<file path="src/hw/clk_ratio_pkg.sv">
// Divider ratio sizing and select codes used by scoped name across the enable controller RTL
package clk_ratio_pkg;

  // ------------------------------
  // Divider sizing
  // ------------------------------

  // Six ratios from divide by 1 up to divide by 32
  localparam integer N_RATIOS = 6;

  // Counter width is log2 of the largest ratio
  localparam integer CNT_W = 5;

  // Three bit select code per domain
  localparam integer SEL_W = 3;

  // Strobe bit that marks the ratio-32 boundary
  localparam integer BOUNDARY_BIT = N_RATIOS - 1;

  // ------------------------------
  // Types
  // ------------------------------

  // Free-running divider count
  typedef logic [CNT_W-1:0] div_cnt_t;

  // Code k selects divide by 2^k
  // Codes 6 and 7 fall back to divide by 32
  typedef logic [SEL_W-1:0] ratio_sel_t;

  // One strobe bit per ratio, bit k is the ratio-2^k strobe
  typedef logic [N_RATIOS-1:0] strobe_vec_t;

  // ------------------------------
  // Select constants
  // ------------------------------

  // Divide by 1 out of reset
  localparam ratio_sel_t SEL_RESET = 3'd0;

  // Highest code with its own ratio
  localparam ratio_sel_t SEL_MAX = 3'd5;

endpackage

</file>
<file path="src/hw/clk_domain_pkg.sv">
// Peripheral domain count and index codes used by scoped name in the config block and mux
package clk_domain_pkg;

  // ------------------------------
  // Domain sizing
  // ------------------------------

  // timer0, timer1, uart0, uart1 and watchdog
  localparam integer N_DOMAINS = 5;

  // Width of a domain index on the config port
  localparam integer DOM_ID_W = 3;

  // ------------------------------
  // Types
  // ------------------------------

  // Domain index, values 5 to 7 name no domain
  typedef logic [DOM_ID_W-1:0] domain_id_t;

  // One bit per peripheral domain
  typedef logic [N_DOMAINS-1:0] domain_vec_t;

  // ------------------------------
  // Domain indices
  // ------------------------------

  localparam domain_id_t DOM_TIMER0 = 3'd0;
  localparam domain_id_t DOM_TIMER1 = 3'd1;
  localparam domain_id_t DOM_UART0  = 3'd2;
  localparam domain_id_t DOM_UART1  = 3'd3;

  // Last valid index
  localparam domain_id_t DOM_WDOG   = 3'd4;

endpackage

</file>
<file path="src/hw/ratio_strobe_gen.sv">
// Free-running divider that gives the config block and the enable mux one strobe per ratio
`timescale 1ns/1ps

module ratio_strobe_gen (
  input  logic                       master_clk,
  input  logic                       rst,
  output clk_ratio_pkg::strobe_vec_t strobes
);

  // ------------------------------
  // Divider counter
  // ------------------------------

  clk_ratio_pkg::div_cnt_t div_cnt;

  // Wraps every 32 cycles so every ratio shares one phase
  always_ff @(posedge master_clk) begin
    if (rst) begin
      div_cnt <= '0;
    end else begin
      div_cnt <= div_cnt + 1'b1;
    end
  end

  // ------------------------------
  // Strobe decode
  // ------------------------------

  // Divide by 1 never skips a cycle
  assign strobes[0] = 1'b1;

  // Ratio 2^k fires while the low k counter bits are all ones.
  // At count 31 every strobe is high together, which is the
  // boundary the config block waits for.
  genvar k;
  generate
    for (k = 1; k < clk_ratio_pkg::N_RATIOS; k++) begin : g_strobe
      assign strobes[k] = &div_cnt[k-1:0];
    end
  endgenerate

endmodule

</file>
<file path="src/hw/domain_config.sv">
// Config write port that holds one select and gate change and applies it on the ratio-32 boundary
`timescale 1ns/1ps

module domain_config (
  input  logic                        master_clk,
  input  logic                        rst,

  // Write port
  input  logic                        cfg_valid,
  output logic                        cfg_ready,
  input  clk_domain_pkg::domain_id_t  cfg_domain,
  input  clk_ratio_pkg::ratio_sel_t   cfg_select,
  input  logic                        cfg_gate,

  // Divider strobes, only the boundary bit is used here
  input  clk_ratio_pkg::strobe_vec_t  strobes,

  // Active per-domain settings
  output clk_ratio_pkg::ratio_sel_t   dom_select [clk_domain_pkg::N_DOMAINS],
  output clk_domain_pkg::domain_vec_t dom_gate
);

  typedef enum logic {
    IDLE,
    PENDING
  } cfg_state_t;

  cfg_state_t                 state;
  logic                       cfg_accept;
  logic                       apply;
  clk_domain_pkg::domain_id_t pend_domain;
  clk_ratio_pkg::ratio_sel_t  pend_select;
  logic                       pend_gate;

  // ------------------------------
  // Handshake and FSM
  // ------------------------------

  // Only one change in flight at a time
  assign cfg_ready  = (state == IDLE);
  assign cfg_accept = cfg_valid && cfg_ready;

  // Change lands where all enables line up
  assign apply = (state == PENDING) && strobes[clk_ratio_pkg::BOUNDARY_BIT];

  always_ff @(posedge master_clk) begin
    if (rst) begin
      state <= IDLE;
    end else begin
      case (state)
        IDLE:    if (cfg_accept) state <= PENDING;
        PENDING: if (apply) state <= IDLE;
        default: state <= IDLE;
      endcase
    end
  end

  // Pending write, captured on the accepting edge
  always_ff @(posedge master_clk) begin
    if (cfg_accept) begin
      pend_domain <= cfg_domain;
      pend_select <= cfg_select;
      pend_gate   <= cfg_gate;
    end
  end

  // ------------------------------
  // Active settings
  // ------------------------------

  // An index past the watchdog matches no domain and is dropped
  always_ff @(posedge master_clk) begin
    if (rst) begin
      for (int d = 0; d < clk_domain_pkg::N_DOMAINS; d++) begin
        dom_select[d] <= clk_ratio_pkg::SEL_RESET;
      end
      dom_gate <= '0;
    end else if (apply) begin
      for (int d = 0; d < clk_domain_pkg::N_DOMAINS; d++) begin
        if (pend_domain == clk_domain_pkg::domain_id_t'(d)) begin
          dom_select[d] <= pend_select;
          dom_gate[d]   <= pend_gate;
        end
      end
    end
  end

endmodule

</file>
<file path="src/hw/domain_enable_mux.sv">
// Per-domain strobe select and gating into the registered free and gated enable outputs
`timescale 1ns/1ps

module domain_enable_mux (
  input  logic                        master_clk,
  input  logic                        rst,
  input  clk_ratio_pkg::strobe_vec_t  strobes,
  input  clk_ratio_pkg::ratio_sel_t   dom_select [clk_domain_pkg::N_DOMAINS],
  input  clk_domain_pkg::domain_vec_t dom_gate,
  output clk_domain_pkg::domain_vec_t free_en,
  output clk_domain_pkg::domain_vec_t gated_en
);

  clk_domain_pkg::domain_vec_t pick;

  // ------------------------------
  // Strobe select
  // ------------------------------

  always_comb begin
    clk_ratio_pkg::ratio_sel_t eff_sel;

    pick = '0;
    for (int d = 0; d < clk_domain_pkg::N_DOMAINS; d++) begin
      // Codes above the last ratio run at divide by 32
      if (dom_select[d] > clk_ratio_pkg::SEL_MAX) begin
        eff_sel = clk_ratio_pkg::SEL_MAX;
      end else begin
        eff_sel = dom_select[d];
      end
      pick[d] = strobes[eff_sel];
    end
  end

  // ------------------------------
  // Output registers
  // ------------------------------

  // Both enables come from the same selected strobe.
  // Gate only masks the second one, so the free enable
  // keeps pulsing for anything that needs a steady tick.
  always_ff @(posedge master_clk) begin
    if (rst) begin
      free_en  <= '0;
      gated_en <= '0;
    end else begin
      free_en  <= pick;
      gated_en <= pick & ~dom_gate;
    end
  end

endmodule

</file>
<file path="src/hw/periph_clk_enable_ctrl.sv">
// Top of the peripheral clock-enable controller that joins the divider, config block and mux
`timescale 1ns/1ps

module periph_clk_enable_ctrl (
  input  logic                        master_clk,
  input  logic                        rst,

  // Config write port
  input  logic                        cfg_valid,
  output logic                        cfg_ready,
  input  clk_domain_pkg::domain_id_t  cfg_domain,
  input  clk_ratio_pkg::ratio_sel_t   cfg_select,
  input  logic                        cfg_gate,

  // Per-domain enables
  output clk_domain_pkg::domain_vec_t free_en,
  output clk_domain_pkg::domain_vec_t gated_en
);

  clk_ratio_pkg::strobe_vec_t  strobes;
  clk_ratio_pkg::ratio_sel_t   dom_select [clk_domain_pkg::N_DOMAINS];
  clk_domain_pkg::domain_vec_t dom_gate;

  // ------------------------------
  // Ratio strobes
  // ------------------------------

  ratio_strobe_gen u_strobe_gen (
    .master_clk (master_clk),
    .rst        (rst),
    .strobes    (strobes)
  );

  // Select and gate registers
  domain_config u_domain_config (
    .master_clk (master_clk),
    .rst        (rst),
    .cfg_valid  (cfg_valid),
    .cfg_ready  (cfg_ready),
    .cfg_domain (cfg_domain),
    .cfg_select (cfg_select),
    .cfg_gate   (cfg_gate),
    .strobes    (strobes),
    .dom_select (dom_select),
    .dom_gate   (dom_gate)
  );

  // Enables
  domain_enable_mux u_enable_mux (
    .master_clk (master_clk),
    .rst        (rst),
    .strobes    (strobes),
    .dom_select (dom_select),
    .dom_gate   (dom_gate),
    .free_en    (free_en),
    .gated_en   (gated_en)
  );

endmodule

</file>
<file path="config.mk">
export PLATFORM = sky130hd
export DESIGN_NAME = periph_clk_enable_ctrl
export DESIGN_NICKNAME = d
export VERILOG_FILES = /design/src/hw/clk_ratio_pkg.sv /design/src/hw/clk_domain_pkg.sv /design/src/hw/ratio_strobe_gen.sv /design/src/hw/domain_config.sv /design/src/hw/domain_enable_mux.sv /design/src/hw/periph_clk_enable_ctrl.sv
export SDC_FILE = /design/constraint.sdc
export NUM_CORES = 1
export LEC_CHECK = 0
export CAP_MARGIN = 20
export CORE_ASPECT_RATIO = 0.75
export CORE_MARGIN = 2
export CORE_UTILIZATION = 50
export DETAILED_ROUTE_END_ITERATION = 10
export DONT_BUFFER_PORTS = 1
export HOLD_SLACK_MARGIN = 0.03
export PLACE_DENSITY = 0.76
export SLEW_MARGIN = 0
export SYNTH_ARGS = -nofsm -noshare
export SYNTH_HDL_FRONTEND = slang
export SYNTH_SLANG_ARGS = --single-unit
</file>
<file path="constraint.sdc">
create_clock -name master_clk -period 4.29 [get_ports master_clk]
set_input_delay 0.6435 -clock master_clk [delete_from_list [all_inputs] [get_ports master_clk]]
set_output_delay 0.6435 -clock master_clk [all_outputs]
set_load 0.02 [all_outputs]
</file>
==> impl_results.md <==
- Drc violations: 0
- CTS Buf Count: 5
- Placed inst area: about 0.0018 mm2
- Met1 GRT Util: 0.272
- Via count: ~1400
- Post-synth EDFFs: 7
- Setup TNS: 0 ps
- Non-Filler Instances: around 220
- DPL Wire Length: between 2000 and 3000 um
- Final critical path time including I/O delays and setup: around 2500 ps
- Final Worst Setup Slack: about 1800 ps
- DP Worst Slack: between 1500 and 2000 ps
- Met3 Usage GRT: 0.0598
- Final net count: 187
- Max Root-Sink Buffers: 2
- Synth-to-layout area growth: 6.46%
- Status: finished, final reports clean
- Die width: about 73 um
- Iter 0 DRT Violations: between 90 and 100
- Clock transition at the registers of the reported paths: around 90 ps
- Startpoint Class: flop
- Gr ovfl total: 0
- CP Capture Type: flop
- CTS root buffer: clkbuf_8
- Setup Buffers After CTS: 0
- Worst Path Arrival: 2710 ps
- Setup crit end: u_domain_config.dom_select[12]$_SDFFE_PP0P_
- Routed length per placed instance: 17.0 um
- Final Max Slew Viols: 0
- # Max-Cap Violations: 0
- Clock skew: around 4.6 ps
- Grt met2 use: 0.263
- Initial antenna violation count: 0
- Dpl cells: just over 200
- Final worst path period share: 0.574
- Seq/Total Area, Yosys: 0.517
- Final setup vio count: 0
- Cell Area, Synth: 0.00180 mm2
- Maximum clock rate: approximately 0.41 GHz
- Worst rel slew slack: 0.664
- Async SR Flop Fraction: 0
- Main flop type after synthesis: dfxtp_1
- Clk Latency, worst-skew pair: 310 ps
- Post-CTS Resized: 0
- PwrDens: between 400 and 500 mW/mm2
- Synthesis Warnings: 0
- Hold crit path type: in -> reg
- Fin area: ~0.0019 mm2
- Most Crowded Layer GR: met1
- Max rail drop VDD: 0.245 mV
- Cells after synthesis: roughly 180
- Vias in the first global route: around 1300
- Core area: between 0.003 and 0.004 mm2
- Total track usage: 0.195
- Unrepaired setup endpoints after global routing: no
- Largest net degree at the start of global routing: 37
- Endpoints failing hold: 0
- Vias per cell: roughly 6.3
- Critical path launch point: u_strobe_gen.div_cnt[0]$_SDFF_PP0_
- Slew of the pin with the lowest slew margin: 497 ps
- H-tree Lvls: 2
- #FFs+latches synth: 43
- Worst r2r src: u_strobe_gen.div_cnt[0]$_SDFF_PP0_
- Die Area: about 0.0041 mm2
- WS Path Type: reg -> reg
- Row Count: 18
- Req. time, crit path: ~4500 ps
- Antenna viol nets, final: 0
- First-pass GRT wire length: 6040 um
- # diodes: 0
- I/O pin count: 21
- Share of layout cells above drive strength 1: 0.114
- Hold_buf cts: 0
- CTS tree: done
- Reg-to-reg slack, setup: about 1800 ps
- Initial core utilization: 0.533
- Final WL: around 3700 um
- Reg2Reg Depth: 7
- Crit-path max FO: 12
- Worst R2R End: u_domain_config.dom_select[12]$_SDFFE_PP0P_
- Post-Route Utilization: 0.568
- Die Height: approximately 56 um
- Syn Nets: 190
- Clock Sinks: between 40 and 50
- Syn avg cell area: 10.2 um2
- 1st-pass router iterations: 4
- Number of port buffers: 0
- Leak pwr: ~0.67 nW
- GP Congestion: 0.831
- # fillers: ~300
- Distinct cells, synth: 39
-- state kept, by name, summed over array words and instances (netlist names) --
signal / cells
u_domain_config.dom_select: 15
u_domain_config.dom_gate: 5
u_enable_mux.free_en: 5
u_enable_mux.gated_en: 5
u_strobe_gen.div_cnt: 5
u_domain_config.pend_domain: 3
u_domain_config.pend_select: 3
u_domain_config.pend_gate: 1
u_domain_config.state: 1
-- Yosys cell counts, drive strengths merged (2+ instances only) --
cell type  number  share of area
clkbuf          4         0.0083
dfxtp          36           0.40
o21ai          20          0.056
buf             6          0.019
a211oi          4          0.025
edfxtp          7           0.12
nor2b           5          0.017
o31a            4          0.022
o211ai          4          0.017
nor4b           2          0.013
nor2            5          0.010
nand3          22          0.064
ha              3          0.021
a21oi          24          0.067
mux2i           5          0.028
a211o           4          0.019
nor3b           6          0.028
inv             3         0.0062
-- metal layers --
| metal | vias to the layer above | part of all wire | routed length [um] |
|---|---|---|---|
| li1 | 652 | - | - |
| met1 | 638 | 0.47 | 1730 |
| met2 | 59 | 0.43 | 1580 |
| met3 | 10 | 0.072 | 265 |
| met4 | 0 | 0.025 | 93 |
| met5 | - | 0 | 0 |
-- through the flow --
stage | hold WS, ps | power [mW]
floorplan | 396 | 0.471
detailed placement | 407 | 0.472
global placement | 405 | 0.471
global route | 381 | 0.814
CTS | 385 | 0.794
finish | 391 | 0.790
-- where the power goes --
| group | total (mW) | internal, mW | switching, mW |
|---|---|---|---|
| Clock | 0.328 | 0.176 | 0.151 |
| Sequential | 0.441 | 0.423 | 0.0185 |
| Combinational | 0.0212 | 0.00961 | 0.0116 |
-- cell type report --
cell class | instances | area, um2 | area share
clock buffer | 5 | 68.8 | 0.0359
multi-input combinational | 121 | 810 | 0.422
sequential | 43 | 931 | 0.485
tap | 40 | 50.0 | 0.0261
inverter | 3 | 11.3 | 0.00587
clock inverter | 3 | 47.5 | 0.0248
-- worst min-delay path by stage --
stage	end	slack [ps]	start	cells after the start
CTS	u_domain_config.dom_select[6]$_SDFFE_PP0P_	380	rst	1
global placement	u_enable_mux.gated_en[2]$_SDFF_PP0_	400	u_domain_config.dom_gate[2]$_SDFFE_PP0P_	1
detailed placement	u_enable_mux.gated_en[2]$_SDFF_PP0_	410	u_domain_config.dom_gate[2]$_SDFFE_PP0P_	1
floorplan	u_enable_mux.gated_en[2]$_SDFF_PP0_	400	u_domain_config.dom_gate[2]$_SDFFE_PP0P_	1
finish	u_domain_config.dom_select[2]$_SDFFE_PP0P_	390	rst	1
global route	u_domain_config.dom_select[10]$_SDFFE_PP0P_	380	rst	1
-- cells in the final DEF (no fill, tap or decap), drive strengths merged, types with 2 or more instances in the layout --
| cell type | n |
|---|---|
| dfxtp | 36 |
| ha | 3 |
| edfxtp | 7 |
| a211oi | 4 |
| clkbuf | 5 |
| mux2i | 5 |
| inv | 4 |
| o21ai | 20 |
| nor4b | 2 |
| o31a | 4 |
| nor3b | 6 |
| nor2b | 5 |
| a211o | 4 |
| nand3 | 22 |
| nor2 | 5 |
| a21oi | 24 |
| o211ai | 4 |
-- cell families (layout without fill, tap and decap cells) --
| logic type | after synthesis | count (layout) | share of synthesized area |
|---|---|---|---|
| AOI/OAI and AO/OA | 62 | 62 | 0.216 |
| muxes | 5 | 5 | 0.0278 |
| and+or+nand+nor | 50 | 50 | 0.180 |
| xor gates and xnor gates | 1 | 1 | 0.00486 |
| adders and majority gates | 3 | 3 | 0.0208 |
| buffers and inverters | 13 | 11 | 0.0340 |
| DFF | 43 | 43 | 0.517 |
-- worst max-delay path: stages, from the launching register on --
cell,delay (ps)
dfxtp_1,490
ha_1,390
nand3_2,200
inv_1,110
ha_1,410
nor2b_1,480
nand3_1,160
a21oi_1,140
Power figures use the tool's default switching activity.
